### src/hw/vga_timing_pkg.sv
// ------------------------------------------------
// Raster timing for the fixed 640x480@60 output mode
// Import into any block that counts screen positions or
// decodes sync and blank from those counts
// ------------------------------------------------

package vga_timing_pkg;

    // ------------------------------------------------
    // Horizontal modeline, in pixel clocks
    // ------------------------------------------------
    localparam int H_ACTIVE     = 640;  // Visible pixels per line
    localparam int H_SYNC_START = 656;  // First pixel of the hsync pulse
    localparam int H_SYNC_END   = 752;  // First pixel after the hsync pulse
    localparam int H_TOTAL      = 800;  // Whole line including blanking

    // ------------------------------------------------
    // Vertical modeline, in lines
    // ------------------------------------------------
    localparam int V_ACTIVE     = 480;  // Visible lines per frame
    localparam int V_SYNC_START = 490;  // First line of the vsync pulse
    localparam int V_SYNC_END   = 492;  // First line after the vsync pulse
    localparam int V_TOTAL      = 525;  // Whole frame including blanking

    // Screen counters, wide enough for every position of the 800x525 frame
    typedef logic [10:0] hcount_t;
    typedef logic [10:0] vcount_t;

endpackage

### src/hw/frame_pkg.sv
// ------------------------------------------------
// Stored image geometry, pixel and address types, and the
// placement of the doubled image on the 640x480 screen
// ------------------------------------------------

package frame_pkg;
    import vga_timing_pkg::*;

    localparam int FRAME_W = 8;                        // Stored image width in pixels
    localparam int FRAME_H = 6;                        // Stored image height in pixels
    localparam int SCALE   = 2;                        // Each stored pixel becomes SCALE x SCALE
    localparam int PIXEL_W = 8;                        // Bits per pixel

    localparam int FB_DEPTH  = FRAME_W * FRAME_H;      // Entries in the frame memory
    localparam int FB_ADDR_W = $clog2(FB_DEPTH);

    typedef logic [PIXEL_W-1:0]   pixel_t;
    typedef logic [FB_ADDR_W-1:0] fb_addr_t;
    typedef logic [5:0]           coord_t;             // Image coordinate, also window u/v

    // Rotation opcode, the encoding matches the rotate input pins
    typedef enum logic [1:0] {
        ROT_0      = 2'd0,
        ROT_90_CW  = 2'd1,
        ROT_180    = 2'd2,
        ROT_90_CCW = 2'd3
    } rotate_e;

    // ------------------------------------------------
    // Window size and origin on screen
    // ------------------------------------------------
    // Landscape covers ROT_0 and ROT_180, portrait the two quarter turns
    localparam int WIN_W_LAND  = FRAME_W * SCALE;
    localparam int WIN_H_LAND  = FRAME_H * SCALE;
    localparam int WIN_W_PORT  = FRAME_H * SCALE;
    localparam int WIN_H_PORT  = FRAME_W * SCALE;
    localparam int WIN_X0_LAND = (H_ACTIVE - WIN_W_LAND) / 2;
    localparam int WIN_Y0_LAND = (V_ACTIVE - WIN_H_LAND) / 2;
    localparam int WIN_X0_PORT = (H_ACTIVE - WIN_W_PORT) / 2;
    localparam int WIN_Y0_PORT = (V_ACTIVE - WIN_H_PORT) / 2;

endpackage

### src/hw/raster_if.sv
// ------------------------------------------------
// Raster position and video controls passed down the
// output pipeline, one screen position per clock
// ------------------------------------------------

`timescale 1ns/1ns

interface raster_if import frame_pkg::*; ();

    coord_t  win_u;      // Window column in image units, already divided by SCALE
    coord_t  win_v;      // Window row in image units
    logic    in_window;  // Position lies inside the scaled image
    rotate_e rot;        // Rotation in force for this frame
    logic    blank;      // High outside the 640x480 visible area
    logic    hsync;      // Negative pulse
    logic    vsync;      // Negative pulse
    logic    odd_line;   // Low bit of the line counter

    // Producer of a fresh raster position
    modport source (
        output win_u, win_v, in_window, rot,
        output blank, hsync, vsync, odd_line
    );

    // Stage that consumes the full position to build a read address
    modport stage (
        input win_u, win_v, in_window, rot,
        input blank, hsync, vsync, odd_line
    );

    // Last stage only needs the video controls
    modport sink (
        input in_window, blank, hsync, vsync, odd_line
    );

endinterface

### src/hw/fb_top.sv
// ------------------------------------------------
// VGA framebuffer top level: pixel write port in, a
// 640x480@60 stream out with the image centred and doubled
// Pipeline: decode, execute, store, result (4 clocks)
// ------------------------------------------------

`timescale 1ns/1ns

module fb_top import frame_pkg::*; (
    input  logic    clk_vga,
    input  logic    reset,
    // Pixel write port
    input  logic    px_valid,
    output logic    px_ready,
    input  coord_t  px_x,
    input  coord_t  px_y,
    input  pixel_t  px_data,
    // Orientation, picked up at the next frame boundary
    input  rotate_e rotate,
    // Video out
    output pixel_t  rgb_out,
    output logic    hsync_out,
    output logic    vsync_out,
    output logic    blank_out,
    output logic    odd_line_out
);

    fb_addr_t rd_addr;
    pixel_t   rd_data;

    raster_if ras_dec ();           // Decode to execute
    raster_if ras_exe ();           // Execute to result, aligned with rd_data

    raster_decode raster_decode_inst (
        .clk_vga  (clk_vga),
        .reset    (reset),
        .rotate   (rotate),
        .px_ready (px_ready),
        .ras      (ras_dec.source)
    );

    pixel_execute pixel_execute_inst (
        .clk_vga (clk_vga),
        .reset   (reset),
        .ras_in  (ras_dec.stage),
        .ras_out (ras_exe.source),
        .rd_addr (rd_addr)
    );

    pixel_store pixel_store_inst (
        .clk_vga  (clk_vga),
        .px_valid (px_valid),
        .px_ready (px_ready),
        .px_x     (px_x),
        .px_y     (px_y),
        .px_data  (px_data),
        .rd_addr  (rd_addr),
        .rd_data  (rd_data)
    );

    video_result video_result_inst (
        .clk_vga      (clk_vga),
        .reset        (reset),
        .ras          (ras_exe.sink),
        .rd_data      (rd_data),
        .rgb_out      (rgb_out),
        .hsync_out    (hsync_out),
        .vsync_out    (vsync_out),
        .blank_out    (blank_out),
        .odd_line_out (odd_line_out)
    );

endmodule

### src/hw/pixel_execute.sv
// ------------------------------------------------
// Maps a window coordinate to a stored pixel for the
// current rotation and issues the memory read address
// The raster controls follow two cycles behind
// ------------------------------------------------

`timescale 1ns/1ns

module pixel_execute import frame_pkg::*; (
    input  logic     clk_vga,
    input  logic     reset,
    raster_if.stage  ras_in,    // Position straight from the counters
    raster_if.source ras_out,   // Same position, lined up with the read data
    output fb_addr_t rd_addr
);

    coord_t  img_x;
    coord_t  img_y;

    // First delay stage runs in step with rd_addr
    logic    in_window_d1;
    logic    blank_d1;
    logic    hsync_d1;
    logic    vsync_d1;
    logic    odd_line_d1;

    // ------------------------------------------------
    // Rotation mapping
    // ------------------------------------------------
    always_comb begin
        unique case (ras_in.rot)
            ROT_0: begin
                img_x = ras_in.win_u;
                img_y = ras_in.win_v;
            end
            ROT_90_CW: begin
                img_x = ras_in.win_v;
                img_y = coord_t'(FRAME_H - 1) - ras_in.win_u;   // Leftmost screen column is the bottom row
            end
            ROT_180: begin
                img_x = coord_t'(FRAME_W - 1) - ras_in.win_u;
                img_y = coord_t'(FRAME_H - 1) - ras_in.win_v;
            end
            ROT_90_CCW: begin
                img_x = coord_t'(FRAME_W - 1) - ras_in.win_v;   // Top screen row is the right column
                img_y = ras_in.win_u;
            end
        endcase
    end

    // Row-major address that the memory answers one cycle later
    always_ff @(posedge clk_vga) begin
        rd_addr <= fb_addr_t'(img_y * FRAME_W + img_x);
    end

    // ------------------------------------------------
    // Control delay of two stages to meet the read data
    // ------------------------------------------------
    always_ff @(posedge clk_vga) begin
        if (reset) begin
            in_window_d1      <= 1'b0;
            blank_d1          <= 1'b1;
            hsync_d1          <= 1'b1;
            vsync_d1          <= 1'b1;
            odd_line_d1       <= 1'b0;
            ras_out.in_window <= 1'b0;
            ras_out.blank     <= 1'b1;
            ras_out.hsync     <= 1'b1;
            ras_out.vsync     <= 1'b1;
            ras_out.odd_line  <= 1'b0;
        end else begin
            in_window_d1      <= ras_in.in_window;
            blank_d1          <= ras_in.blank;
            hsync_d1          <= ras_in.hsync;
            vsync_d1          <= ras_in.vsync;
            odd_line_d1       <= ras_in.odd_line;
            ras_out.in_window <= in_window_d1;
            ras_out.blank     <= blank_d1;
            ras_out.hsync     <= hsync_d1;
            ras_out.vsync     <= vsync_d1;
            ras_out.odd_line  <= odd_line_d1;
        end
    end

endmodule

### src/hw/pixel_store.sv
// ------------------------------------------------
// Frame memory: one write port addressed by pixel
// coordinate and one registered read port for the raster
// ------------------------------------------------

`timescale 1ns/1ns

module pixel_store import frame_pkg::*; (
    input  logic     clk_vga,
    input  logic     px_valid,
    input  logic     px_ready,
    input  coord_t   px_x,
    input  coord_t   px_y,
    input  pixel_t   px_data,
    input  fb_addr_t rd_addr,
    output pixel_t   rd_data
);

    pixel_t   mem [FB_DEPTH];   // Row-major image, one entry per stored pixel

    logic     wr_accept;        // Handshake completes this cycle
    logic     wr_in_range;
    fb_addr_t wr_addr;

    // ------------------------------------------------
    // Write side
    // ------------------------------------------------
    assign wr_accept   = px_valid && px_ready;
    // Off-image writes still complete the handshake but leave memory untouched
    assign wr_in_range = (px_x < coord_t'(FRAME_W)) && (px_y < coord_t'(FRAME_H));
    assign wr_addr     = fb_addr_t'(px_y * FRAME_W + px_x);

    always_ff @(posedge clk_vga) begin
        if (wr_accept && wr_in_range) begin
            mem[wr_addr] <= px_data;
        end
    end

    // ------------------------------------------------
    // Read side
    // ------------------------------------------------
    // One cycle of latency, the execute stage delays its controls to match
    always_ff @(posedge clk_vga) begin
        rd_data <= mem[rd_addr];
    end

endmodule

### src/hw/raster_decode.sv
// ------------------------------------------------
// Screen counters for 640x480@60 with sync, blank and
// window decode; also holds the per-frame rotation and
// opens the pixel write port during vertical blanking
// ------------------------------------------------

`timescale 1ns/1ns

module raster_decode import vga_timing_pkg::*, frame_pkg::*; (
    input  logic    clk_vga,
    input  logic    reset,
    input  rotate_e rotate,     // Requested rotation, takes effect at the next frame
    output logic    px_ready,   // Writes accepted only while the screen is in vblank
    raster_if.source ras
);

    hcount_t hcount;            // Pixel within the line
    vcount_t vcount;            // Line within the frame
    rotate_e rot_lat;           // Rotation for the frame being scanned

    logic    line_end;
    logic    frame_end;
    logic    landscape;
    hcount_t win_x0;
    hcount_t win_w;
    vcount_t win_y0;
    vcount_t win_h;
    hcount_t rel_x;
    vcount_t rel_y;
    logic    in_win;

    // ------------------------------------------------
    // Counters and rotation latch
    // ------------------------------------------------
    assign line_end  = (hcount == hcount_t'(H_TOTAL - 1));
    assign frame_end = line_end && (vcount == vcount_t'(V_TOTAL - 1));

    always_ff @(posedge clk_vga) begin
        if (reset) begin
            hcount  <= '0;
            vcount  <= '0;
            rot_lat <= ROT_0;               // First frame is always unrotated
        end else begin
            if (line_end) begin
                hcount <= '0;
                vcount <= frame_end ? '0 : vcount + 1'b1;
            end else begin
                hcount <= hcount + 1'b1;
            end
            // Sampling only at the wrap keeps one orientation for a whole frame
            if (frame_end) begin
                rot_lat <= rotate;
            end
        end
    end

    // Line counter at or past the visible area means nothing is being read from memory
    assign px_ready = (vcount >= vcount_t'(V_ACTIVE));

    // ------------------------------------------------
    // Window placement
    // ------------------------------------------------
    // A quarter turn swaps the image width and height on screen
    assign landscape = (rot_lat == ROT_0) || (rot_lat == ROT_180);
    assign win_x0    = landscape ? hcount_t'(WIN_X0_LAND) : hcount_t'(WIN_X0_PORT);
    assign win_y0    = landscape ? vcount_t'(WIN_Y0_LAND) : vcount_t'(WIN_Y0_PORT);
    assign win_w     = landscape ? hcount_t'(WIN_W_LAND)  : hcount_t'(WIN_W_PORT);
    assign win_h     = landscape ? vcount_t'(WIN_H_LAND)  : vcount_t'(WIN_H_PORT);

    // Offsets wrap when left of or above the window, the lower bound checks catch that
    assign rel_x  = hcount - win_x0;
    assign rel_y  = vcount - win_y0;
    assign in_win = (hcount >= win_x0) && (rel_x < win_w) &&
                    (vcount >= win_y0) && (rel_y < win_h);

    // ------------------------------------------------
    // Registered raster outputs
    // ------------------------------------------------
    always_ff @(posedge clk_vga) begin
        if (reset) begin
            ras.in_window <= 1'b0;
            ras.rot       <= ROT_0;
            ras.blank     <= 1'b1;
            ras.hsync     <= 1'b1;          // Sync lines idle high
            ras.vsync     <= 1'b1;
            ras.odd_line  <= 1'b0;
        end else begin
            ras.in_window <= in_win;
            ras.rot       <= rot_lat;
            ras.blank     <= (hcount >= hcount_t'(H_ACTIVE)) || (vcount >= vcount_t'(V_ACTIVE));
            ras.hsync     <= !((hcount >= hcount_t'(H_SYNC_START)) &&
                               (hcount <  hcount_t'(H_SYNC_END)));
            ras.vsync     <= !((vcount >= vcount_t'(V_SYNC_START)) &&
                               (vcount <  vcount_t'(V_SYNC_END)));
            ras.odd_line  <= vcount[0];
        end
    end

    // Outside the window the coordinate is parked at 0 so every read stays in range
    always_ff @(posedge clk_vga) begin
        ras.win_u <= in_win ? coord_t'(rel_x / hcount_t'(SCALE)) : '0;
        ras.win_v <= in_win ? coord_t'(rel_y / vcount_t'(SCALE)) : '0;
    end

endmodule

### src/hw/video_result.sv
// ------------------------------------------------
// Output register stage: drives the pins from the aligned
// raster controls and forces black outside the image
// ------------------------------------------------

`timescale 1ns/1ns

module video_result import frame_pkg::*; (
    input  logic   clk_vga,
    input  logic   reset,
    raster_if.sink ras,
    input  pixel_t rd_data,         // Memory data for the position on ras
    output pixel_t rgb_out,
    output logic   hsync_out,
    output logic   vsync_out,
    output logic   blank_out,
    output logic   odd_line_out
);

    logic show_pixel;               // Visible and inside the window

    assign show_pixel = ras.in_window && !ras.blank;

    always_ff @(posedge clk_vga) begin
        if (reset) begin
            rgb_out      <= '0;
            hsync_out    <= 1'b1;       // Inactive sync level
            vsync_out    <= 1'b1;
            blank_out    <= 1'b1;
            odd_line_out <= 1'b0;
        end else begin
            rgb_out      <= show_pixel ? rd_data : '0;  // Border and blanking stay black
            hsync_out    <= ras.hsync;
            vsync_out    <= ras.vsync;
            blank_out    <= ras.blank;
            odd_line_out <= ras.odd_line;
        end
    end

endmodule
### config.mk
export PLATFORM = sky130hd
export DESIGN_NAME = fb_top
export DESIGN_NICKNAME = d
export VERILOG_FILES = /design/src/hw/vga_timing_pkg.sv /design/src/hw/frame_pkg.sv /design/src/hw/raster_if.sv /design/src/hw/fb_top.sv /design/src/hw/pixel_execute.sv /design/src/hw/pixel_store.sv /design/src/hw/raster_decode.sv /design/src/hw/video_result.sv
export SDC_FILE = /design/constraint.sdc
export NUM_CORES = 1
export LEC_CHECK = 0
export BUFFER_PORTS_ARGS = -buffer_cell sky130_fd_sc_hd__buf_2
export CAP_MARGIN = 30
export CORE_ASPECT_RATIO = 0.9
export CORE_UTILIZATION = 45
export CTS_CLUSTER_SIZE = 30
export DETAILED_ROUTE_END_ITERATION = 10
export PLACE_DENSITY = 0.65
export SLEW_MARGIN = 20
export SYNTH_ARGS = -nofsm -noshare
export SYNTH_HDL_FRONTEND = slang
export SYNTH_SLANG_ARGS = --single-unit
### constraint.sdc
create_clock -name clk_vga -period 2.7 [get_ports clk_vga]
set_input_delay 0.135 -clock clk_vga [delete_from_list [all_inputs] [get_ports clk_vga]]
set_output_delay 0.135 -clock clk_vga [all_outputs]
set_load 0.02 [all_outputs]
==> results.md, run 1 <==
* Status: completed
* Worst setup margin at 0.222 ns
* Hold Fails Final Rpt at 0
* Clk_lat worst skew at 0.56 ns
* Worst path top cell family by delay: simple AND/OR/NAND/NOR gates
* Worst-case clock buffer depth at 3
* Pin count of the biggest net entering global routing at 73
* Die Width at 215 µm
* Slowest stage delay, CP at 0.42 ns
* Synthesized area per cell at 17.2 µm²
* Initial antenna violation count at 1
* Worst Hold Depth at 1
* Total track usage at 19.4%
* Int Pwr at 11900 µW
* Worst path cell trace: inv_1 -> ha_1 -> nand2b_1 -> nand2_1 -> xor2_1 -> ha_1 -> a211oi_1 -> o21ai_0 -> nor3_2 -> nand4_2 -> nor4b_2
* Fraction of layout cells with a size suffix above 1 at 27.1%
* WHS Endpoint: pixel_store_inst.mem[32][0]
* Worst hold start: px_data[0]
* R2R Path End: raster_decode_inst.ras.win_v[3]
* Avg Vias per Cell at 5.46
* Routed Antenna Nets at 0
* Final Power at 14700 µW
* DRC at 0
* Nets@finish at 1250
* Layout area overhead at 16.9%
* Commonest non-fill, non-tap cell in the layout: edfxtp_1
* Crit. End Element: flop
* Ys Warns at 0
* Port bufs at 37
* Number of global-route vias before repair at 9655
* Worst vdd rail ir drop at 439 µV
* WP buf/inv at 1
* Main synth FF type: edfxtp_1
* Num CTS Buffers at 46
* Htree depth at 2
* RSZ-0062 raised after global routing: no
* Root Driver: clkbuf_16
* Most frequent cells in the layout: edfxtp_1 (384), mux4_2 (105), buf_4 (89), nor2_1 (87), dfxtp_1 (76)
* Total routed wirelength at 39.6 mm
* Combinational share of power at 2.1%
* Max-cap viol count at 0
* Tcrit/Tclk final at 91.8%
* Data required time at the worst endpoint at 3.16 ns
* Flop pwr share at 52.8%
* Critical path class: reg2reg
* Reg clk slew, reported paths at 0.06 ns
* Sw frac at 19.1%
* Worst min path class: in2reg
* Synthesized flop and latch total at 463
* DR vias at 9709
* I/O pin count at 38
* Die Y at 194 µm
* Layout Skew at 0.0161 ns
* Worst r2r src: raster_decode_inst.rot_lat[0]
* Leakage power at 0.00702 µW
* Avg WL per Cell at 22.3 µm
* DRT iter0 DRCs at 906
* Hpwl dp at 25.1 mm
* Clk sinks at 463
* Tmin final at 2.48 ns
* CP max-delay cell: dfxtp_1
* Std-Cell Rows at 69
* Die area at 41600 µm²
* Psw at 2800 µW
* Final Slew Violations at 0
* Max FO, Critical Path at 5
* Setup violators final at 0
* Reg2reg setup slack at 0.22 ns
* Post-synth EDFFs at 384
* Sequential cell area fraction in the yosys report at 71.4%
* Placer Congestion at 0.846
* FFs w/ async S/R, synth at 0%
* Core Region at 39900 µm²
* Slew HR at 42.9%
* Cell variety after synth at 58
* Clock power frac at 45.1%
* Initial Util at 46.1%
* Initial DRT Pass Iterations at 5
* Least-Margin Pin Slew at 0.853 ns
* Crit start category: flop
* Fin Setup TNS at 0 ns
* Setup WS pre-CTS at 0.00584 ns
* Global-route wire length before repair at 60.1 mm
* Post-synthesis cell area at 18400 µm²
* Highest Clock Rate at 403 MHz
* Most used cell, CP: ha_1
* Synthesized instance count at 1070
* PD cells at 683 nW/µm²
* Total grt overflow at 0
* Fillers at 3197
* Worst R2R Path Depth at 11
* Util after Layout at 53.9%
* CTS tree: done
* CP arrival at 2.94 ns
-- layer usage --
metal | wire length (µm) | vias up | track usage [%]
met3 | 3160 | 60 | 4.69
li1 | - | 4387 | -
met2 | 18000 | 330 | 28.7
met1 | 17600 | 4932 | 28.8
met5 | 0 | - | 0
met4 | 888 | 0 | 5.57
-- metrics by stage --
| stage | instances | cell area, µm² | hold slack (ns) |
|---|---|---|---|
| final | 1777 | 21500 | 0.0478 |
| after global routing | 1776 | 21500 | 0.0362 |
| after global placement | 1679 | 19700 | 0.367 |
| after detailed placement | 1679 | 19700 | 0.376 |
| after floorplan | 1073 | 18400 | 0.207 |
| after CTS | 1766 | 21300 | 0.134 |
-- worst max path at each step --
stage	start	end	slack [ns]	cells past startpoint
3_5_place_dp	px_x[3]	pixel_store_inst.mem[32][0]	0.006	7
5_1_grt	raster_decode_inst.rot_lat[0]	raster_decode_inst.ras.win_u[2]	0.01	11
3_3_place_gp	px_x[3]	pixel_store_inst.mem[32][0]	0.05	7
4_1_cts	raster_decode_inst.rot_lat[0]	raster_decode_inst.ras.win_v[3]	0.08	10
2_1_floorplan	px_x[3]	pixel_store_inst.mem[46][0]	0.30	7
6_report	raster_decode_inst.rot_lat[0]	raster_decode_inst.ras.win_v[3]	0.22	11
-- synth_stat cells (all sizes together) (2+ instances only) --
library cell	count	area (µm²)
a211oi	2	15.0
a21o	2	15.0
a21oi	3	15.0
a22oi	2	15.0
and2	10	62.6
and3	5	32.5
and4	2	18.8
buf	34	200
clkbuf	22	106
dfxtp	79	1580
edfxtp	384	11500
fa	2	40.0
ha	15	188
inv	21	78.8
mux2i	7	70.1
mux4	105	2360
nand2	67	251
nand2b	37	231
nand3	46	230
nand3b	2	15.0
nand4	18	119
nand4b	2	17.5
nor2	87	327
nor2b	16	108
nor3	7	35.0
nor4	7	43.8
nor4b	4	35.0
o21ai	19	95.1
o31ai	2	15.0
or2	12	75.1
or3	3	20.0
or4	2	18.8
xnor2	21	184
xor2	11	96.3
-- registers in the layout, indices dropped and copies added (netlist names), 2 cells and up --
name	count
pixel_execute_inst.rd_addr	6
pixel_store_inst.mem	384
pixel_store_inst.rd_data	8
raster_decode_inst.hcount	11
raster_decode_inst.ras.rot	2
raster_decode_inst.ras.win_u	6
raster_decode_inst.ras.win_v	6
raster_decode_inst.rot_lat	2
raster_decode_inst.vcount	11
video_result_inst.rgb_out	8
-- area by class of cell --
type / count / area [µm²] / area share (%)
inverters: 21 / 78.8 / 0.367
clock inverters: 24 / 295 / 1.37
well taps: 532 / 666 / 3.10
multi-input cells: 533 / 4880 / 22.7
diodes: 1 / 2.50 / 0.0117
clock buffers: 60 / 1290 / 5.99
flip-flops and latches: 463 / 13100 / 61.1
repair buffers: 143 / 1150 / 5.35
-- power groups by stage --
stage          sequential (µW)  clock, µW  combinational (µW)
2_1_floorplan             7900          0                83.7
3_3_place_gp              7900          0                 272
3_5_place_dp              7900          0                 277
4_1_cts                   7750       6750                 280
5_1_grt                   7740       7000                 333
6_report                  7750       6610                 304
-- what timing repair did --
action / 4_1_cts / 5_1_grt
gates resized for setup: 0 / 3
hold buffers: 3 / 3
buffers inserted: 0 / 0
setup endpoints to repair: 0 / 9
hold endpoints to repair: 3 / 33
-- cells by family after synthesis --
group,synth area share [%]
compound gates,1.30
mux,13.3
simple gates,9.02
flops,71.4
fa+ha+maj,1.24
other cells,0.0204
buf+inv,2.27
xor+xnor,1.53
(Power assumes the default switching activity.)
==> run 2, diff against run 1 <==
--- a/config.mk
+++ b/config.mk
@@ -7,11 +7,14 @@
 export LEC_CHECK = 0
 export BUFFER_PORTS_ARGS = -buffer_cell sky130_fd_sc_hd__buf_2
 export CAP_MARGIN = 30
+export CELL_PAD_IN_SITES_DETAIL_PLACEMENT = 0
+export CELL_PAD_IN_SITES_GLOBAL_PLACEMENT = 1
 export CORE_ASPECT_RATIO = 0.9
+export CORE_MARGIN = 2
 export CORE_UTILIZATION = 45
 export CTS_CLUSTER_SIZE = 30
 export DETAILED_ROUTE_END_ITERATION = 10
-export PLACE_DENSITY = 0.65
+export PLACE_DENSITY = 0.73
 export SLEW_MARGIN = 20
 export SYNTH_ARGS = -nofsm -noshare
 export SYNTH_HDL_FRONTEND = slang
==> run 2 against run 1 <==
Against the previous run: cell count is essentially flat; register-to-register slack lost 0.07 ns; flip-flop and latch count is the same; worst hold slack gained 0.017 ns; wire length grew 1.2%; clock power shrank 7.7%; critical path depth shrank 1; via count shrank 0.61%; clock skew grew 0.0031 ns; sequential power is essentially flat; non-clock buffer count shrank 6; first-iteration DRC count grew 2.8%.
==> results.md, run 2 (same netlist as run 1, synthesis figures left out) <==
* Tmin final at 2.55 ns (+0.0709 ns)
* Total routed wirelength at 40.1 mm (+1.2%)
* Die Width at 217 µm (+0.93%)
* Worst vdd rail ir drop at 394 µV (-10%)
* Tcrit/Tclk final at 94.4% (+2.6 points)
* Biggest regs: pixel_store_inst.mem (384), raster_decode_inst.hcount (11), raster_decode_inst.vcount (11)
* CP arrival at 2.99 ns (+0.05 ns)
* Final Power at 14100 µW (-3.5%)
* Max-cap viol count at 0 (unchanged)
* Final Slew Violations at 0 (unchanged)
* Avg Vias per Cell at 5.43 (-0.55%)
* Status: completed
* Max FO, Critical Path at 5 (unchanged)
* Initial DRT Pass Iterations at 6 (+1)
* Worst R2R Path Depth at 10 (-1)
* Crit start category: flop
* Std-Cell Rows at 70 (+1.4%)
* Htree depth at 2 (unchanged)
* Slowest stage delay, CP at 0.36 ns (-0.06 ns)
* R2R Path End: raster_decode_inst.ras.win_v[3]
* Reg clk slew, reported paths at 0.06 ns (about the same)
* RSZ-0062 raised after global routing: yes
* Clk_lat worst skew at 0.56 ns (about the same)
* Setup violators final at 0 (unchanged)
* Initial antenna violation count at 0 (-1)
* Total track usage at 19.2% (-0.21 points)
* Commonest non-fill, non-tap cell in the layout: edfxtp_1
* Die Y at 196 µm (+1.0%)
* Worst Hold Depth at 1 (unchanged)
* Worst-case clock buffer depth at 3 (unchanged)
* Root Driver: clkbuf_16
* Highest Clock Rate at 392 MHz (-2.8%)
* Hold Fails Final Rpt at 0 (unchanged)
* Setup WS pre-CTS at 0.107 ns (+0.101 ns)
* I/O pin count at 38 (unchanged)
* Worst min path class: in2reg
* Global-route wire length before repair at 60.4 mm (+0.49%)
* Hpwl dp at 25.3 mm (+0.81%)
* Total grt overflow at 0 (unchanged)
* Post CTS Setup Buffer Count at 0 (unchanged)
* Reg2reg setup slack at 0.15 ns (-0.07 ns)
* Routed Antenna Nets at 0 (unchanged)
* Core Region at 40500 µm² (+1.4%)
* Most used cell, CP: ha_1
* Data required time at the worst endpoint at 3.14 ns (-0.02 ns)
* Worst hold start: px_data[7]
* CTS tree: done
* Pin count of the biggest net entering global routing at 50 (-32%)
* Util after Layout at 52.6% (-1.3 points)
* Number of global-route vias before repair at 9678 (+0.24%)
* Slew HR at 43.8% (+0.86 points)
* Placer Congestion at 0.789 (-6.7%)
* Num CTS Buffers at 45 (-2.2%)
* CP max-delay cell: dfxtp_1
* Layout Skew at 0.0192 ns (+0.00314 ns)
* Placed insts at 1680 (+0.060%)
* Die area at 42500 µm² (+2.0%)
* Worst path top cell family by delay: simple AND/OR/NAND/NOR gates
* Worst path cell trace: inv_1 -> ha_1 -> nand2b_1 -> nand2_1 -> xor2_2 -> ha_1 -> a221o_1 -> nor3_2 -> nand4_2 -> nor4b_1
* Max reg flops at 384 (unchanged)
* WP buf/inv at 1 (unchanged)
* Nets@finish at 1243 (-0.56%)
* Fillers at 3278 (+2.5%)
* Layout area overhead at 15.8%
* DRC at 0 (unchanged)
* Initial Util at 45.4% (-0.66 points)
* Critical Path Stages at 10 (-1)
* Avg WL per Cell at 22.6 µm (+1.3%)
* Most frequent cells in the layout: edfxtp_1 (384), mux4_2 (105), nor2_1 (87), buf_4 (83), dfxtp_1 (76)
* WHS Endpoint: pixel_store_inst.mem[29][7]
* PD cells at 665 nW/µm² (-2.6%)
* Reg with most FFs: pixel_store_inst.mem
* Worst setup margin at 0.151 ns (-0.0709 ns)
* Least-Margin Pin Slew at 0.843 ns (-0.00976 ns)
* Fraction of layout cells with a size suffix above 1 at 25.6% (-1.4 points)
* Worst r2r src: raster_decode_inst.vcount[1]
* Crit. End Element: flop
* Post-Layout Cell Count at 1776 (-0.056%)
* DRT iter0 DRCs at 931 (+2.8%)
* Leakage power at 0.00690 µW (-1.7%)
* Port bufs at 37 (unchanged)
* Critical path class: reg2reg
* Clk sinks at 463 (unchanged)
* DR vias at 9650 (-0.61%)
* ANT cells at 0 (-1)
run 2: worst max-delay path by stage:
stage,start,endpoint,slack (ns)
finish,raster_decode_inst.vcount[1],raster_decode_inst.ras.win_v[3],0.15
global route,raster_decode_inst.vcount[1],raster_decode_inst.ras.win_v[3],-0.05
CTS,raster_decode_inst.vcount[1],raster_decode_inst.ras.win_v[3],0.09
detailed placement,px_x[3],pixel_store_inst.mem[45][0],0.11
global placement,px_x[3],pixel_store_inst.mem[45][0],0.14
floorplan,px_x[3],pixel_store_inst.mem[46][0],0.30
run 2: worst reg2reg max path, delay by kind of cell (launching register included):
family          cells  cell delay [ns]
compound gates      1             0.31
xor+xnor            1             0.17
fa+ha+maj           2             0.57
buf+inv             1             0.13
flops               1             0.36
simple gates        5             0.92
run 2: layout make-up:
type / count / area (µm²) / area share (%)
Sequential cell: 463 / 13100 / 61.7
Multi-Input combinational cell: 533 / 4880 / 23.0
Clock buffer: 65 / 1300 / 6.09
Timing Repair Buffer: 137 / 1090 / 5.10
Tap cell: 540 / 676 / 3.18
Clock inverter: 17 / 129 / 0.606
Inverter: 21 / 78.8 / 0.371
run 2: through the flow:
| step | setup TNS [ns] | hold slack [ns] | area (µm²) |
|---|---|---|---|
| 6_report | 0 | 0.0652 | 21300 |
| 5_1_grt | -0.122 | 0.0694 | 21300 |
| 4_1_cts | 0 | 0.115 | 21100 |
| 3_5_place_dp | 0 | 0.389 | 19600 |
| 3_3_place_gp | 0 | 0.372 | 19600 |
| 2_1_floorplan | 0 | 0.207 | 18400 |
run 2: what timing repair did:
item,4_1_cts,5_1_grt
endpoints found under the hold margin,3,34
hold buffers,3,4
setup endpoints to repair,0,9
gates resized for setup,0,4
run 2: routing by layer:
metal  global-route usage [%]  vias to the layer above  part of all wire (%)
li1                         -                     4381                     -
met1                     28.0                     4904                    44
met2                     29.5                      307                    47
met3                     4.23                       58                   7.0
met4                     5.15                        0                   2.1
met5                        0                        -                     0
run 2: power by group:
| part | internal (µW) | switching [µW] | total (µW) |
|---|---|---|---|
| registers | 7730 | 11.4 | 7750 |
| logic | 96.0 | 206 | 302 |
| clock network | 3520 | 2580 | 6100 |
| total | 11400 | 2790 | 14100 |
==> run 3, diff against run 2 <==
--- a/config.mk
+++ b/config.mk
@@ -5,7 +5,6 @@
 export SDC_FILE = /design/constraint.sdc
 export NUM_CORES = 1
 export LEC_CHECK = 0
-export BUFFER_PORTS_ARGS = -buffer_cell sky130_fd_sc_hd__buf_2
 export CAP_MARGIN = 30
 export CELL_PAD_IN_SITES_DETAIL_PLACEMENT = 0
 export CELL_PAD_IN_SITES_GLOBAL_PLACEMENT = 1
@@ -14,7 +13,8 @@
 export CORE_UTILIZATION = 45
 export CTS_CLUSTER_SIZE = 30
 export DETAILED_ROUTE_END_ITERATION = 10
-export PLACE_DENSITY = 0.73
+export DONT_BUFFER_PORTS = 1
+export PLACE_DENSITY = 0.72
 export SLEW_MARGIN = 20
 export SYNTH_ARGS = -nofsm -noshare
 export SYNTH_HDL_FRONTEND = slang
==> run 3 against run 2 <==
Against the previous run: die area did not move; cell count down 1.7%; wire length down 4.9%.
==> results.md, run 3 (same netlist as run 1, synthesis figures left out) <==
* I/O pin count at 38 (unchanged)
* Psw at 2770 µW (-0.95%)
* Critical path startpoint: raster_decode_inst.vcount[4]
* Layout area overhead at 15.1%
* Leakage power at 0.00677 µW (-1.8%)
* Htree depth at 2 (unchanged)
* Placer Congestion at 0.798 (+1.1%)
* DR vias at 9387 (-2.7%)
* RSZ-0062 raised after global routing: no
* Total routed wirelength at 38.1 mm (-4.9%)
* Worst-case clock buffer depth at 3 (unchanged)
* Worst vdd rail ir drop at 428 µV (+8.8%)
* Commonest non-fill, non-tap cell in the layout: edfxtp_1
* Layout Skew at 0.0237 ns (+0.00448 ns)
* Max FO, Critical Path at 11 (+6)
* Total grt overflow at 0 (unchanged)
* Biggest regs: pixel_store_inst.mem (384), raster_decode_inst.hcount (11), raster_decode_inst.vcount (11)
* CP arrival at 3.01 ns (+0.02 ns)
* Setup violators final at 0 (unchanged)
* PD cells at 661 nW/µm² (-0.56%)
* Global-route wire length before repair at 58.4 mm (-3.3%)
* DRC at 0 (unchanged)
* Status: completed
* Die Width at 217 µm (unchanged)
* Highest Clock Rate at 390 MHz (-0.48%)
* Least-Margin Pin Slew at 0.845 ns (+0.00168 ns)
* Hold Fails Final Rpt at 0 (unchanged)
* Worst hold start: px_x[1]
* Port bufs at 0 (-100%)
* Hpwl dp at 23.9 mm (-5.7%)
* R2R Path End: raster_decode_inst.rot_lat[1]
* Multi-input combinational cell area at 4870 µm² (-0.28%)
* Core Region at 40500 µm² (unchanged)
* CTS tree: done
* Most frequent cells in the layout: edfxtp_1 (384), mux4_2 (105), nor2_1 (87), buf_4 (79), dfxtp_1 (76)
* Tcrit/Tclk final at 94.9% (+0.45 points)
* Slew HR at 43.5% (-0.32 points)
* DRT iter0 DRCs at 886 (-4.8%)
* Pin count of the biggest net entering global routing at 65 (+30%)
* Root Driver: clkbuf_16
* Reg clk slew, reported paths at 0.06 ns (about the same)
* Initial DRT Pass Iterations at 5 (-1)
* Crit. End Element: flop
* Sequential cell area at 13100 µm² (unchanged)
* Max-cap viol count at 0 (unchanged)
* ANT cells at 0 (unchanged)
* Std-Cell Rows at 70 (unchanged)
* Die Y at 196 µm (unchanged)
* Fraction of layout cells with a size suffix above 1 at 23.2% (-2.4 points)
* Max reg flops at 384 (unchanged)
* Data required time at the worst endpoint at 3.15 ns (about the same)
* Worst R2R Path Depth at 6 (-4)
* Worst Hold Depth at 3 (+2)
* Final Slew Violations at 0 (unchanged)
* Number of global-route vias before repair at 9562 (-1.2%)
* Num CTS Buffers at 46 (+2.2%)
* Worst setup margin at 0.138 ns (-0.0123 ns)
* Critical path class: reg2reg
* Initial antenna violation count at 0 (unchanged)
* Total track usage at 18.5% (-0.71 points)
* Fin Setup TNS at 0 ns (unchanged)
* Routed Antenna Nets at 0 (unchanged)
* Worst r2r src: raster_decode_inst.vcount[4]
* Clk_lat worst skew at 0.58 ns (+0.02 ns)
* Reg2reg setup slack at 0.14 ns (about the same)
* WHS Endpoint: pixel_store_inst.mem[37][0]
* Int Pwr at 11200 µW (-1.2%)
* Clock power frac at 42.6% (-0.5 points)
* Combinational share of power at 2.0% (about the same)
* Nets@finish at 1212 (-2.5%)
* Fillers at 3290 (+0.37%)
* Tmin final at 2.56 ns (+0.0123 ns)
* Initial Util at 45.4% (unchanged)
* Avg Vias per Cell at 5.38 (-1.0%)
* Die area at 42500 µm² (unchanged)
* Setup WS pre-CTS at 0.182 ns (+0.0745 ns)
* Worst min path class: in2reg
* Crit start category: flop
* Flop pwr share at 55.4% (+0.6 points)
* Clk sinks at 463 (unchanged)
* Reg with most FFs: pixel_store_inst.mem
* Avg WL per Cell at 21.9 µm (-3.2%)
* Sw frac at 19.8% (+0.036 points)
-- run 3: critical path, stage by stage, from the launching register on --
cell	delay, ns
dfxtp_1	0.43
or4_1	0.58
or4_4	0.46
nor2b_4	0.18
mux2i_1	0.19
nor2_1	0.05
dlygate4sd3_1	0.56
-- run 3: layer usage --
layer  share of wire, %  up-vias  GRT usage [%]
li1                   -     4316              -
met1                 46     4780           27.1
met2                 47      243           28.4
met3                5.7       48           3.38
met4                2.0        0           5.83
met5                  0        -              0
-- run 3: power groups by stage --
stage | logic, µW | clock network [µW] | registers (µW)
detailed placement | 133 | 0 | 7900
floorplan | 83.7 | 0 | 7900
CTS | 278 | 6120 | 7750
global route | 304 | 6390 | 7750
finish | 275 | 5960 | 7750
global placement | 132 | 0 | 7900
-- run 3: timing repair --
item | in CTS | in global routing
hold buffers | 19 | 0
endpoints found under the hold margin | 429 | 0
setup endpoints to repair | 0 | 5
buffers inserted | 0 | 0
gates resized for setup | 0 | 2
-- run 3: worst max path at each step --
stage | end | cells after the start
floorplan | pixel_store_inst.mem[46][0] | 7
global placement | raster_decode_inst.ras.win_v[3] | 10
detailed placement | pixel_store_inst.mem[34][5] | 6
CTS | raster_decode_inst.rot_lat[1] | 6
global route | raster_decode_inst.ras.win_u[2] | 11
finish | raster_decode_inst.rot_lat[1] | 6
-- run 3: stage by stage --
| step | std cells | total power (µW) | instance area [µm²] | hold WS, ns | utilization (%) |
|---|---|---|---|---|---|
| 6_report | 1745 | 14000 | 21200 | 0.0774 | 52.3 |
| 5_1_grt | 1745 | 14400 | 21200 | 0.0811 | 52.3 |
| 4_1_cts | 1743 | 14100 | 21100 | 0.0363 | 52.2 |
| 3_5_place_dp | 1641 | 8030 | 19400 | 0.211 | 48.1 |
| 3_3_place_gp | 1641 | 8030 | 19400 | 0.210 | 48.1 |
| 2_1_floorplan | 1073 | 7980 | 18400 | 0.207 | - |
-- run 3: cell type report --
| cell class | count | area share (%) |
|---|---|---|
| Sequential cell | 463 | 62.0 |
| Inverter | 21 | 0.373 |
| Tap cell | 540 | 3.19 |
| Multi-Input combinational cell | 533 | 23.0 |
| Clock buffer | 63 | 5.84 |
| Clock inverter | 20 | 0.769 |
| Timing Repair Buffer | 105 | 4.76 |
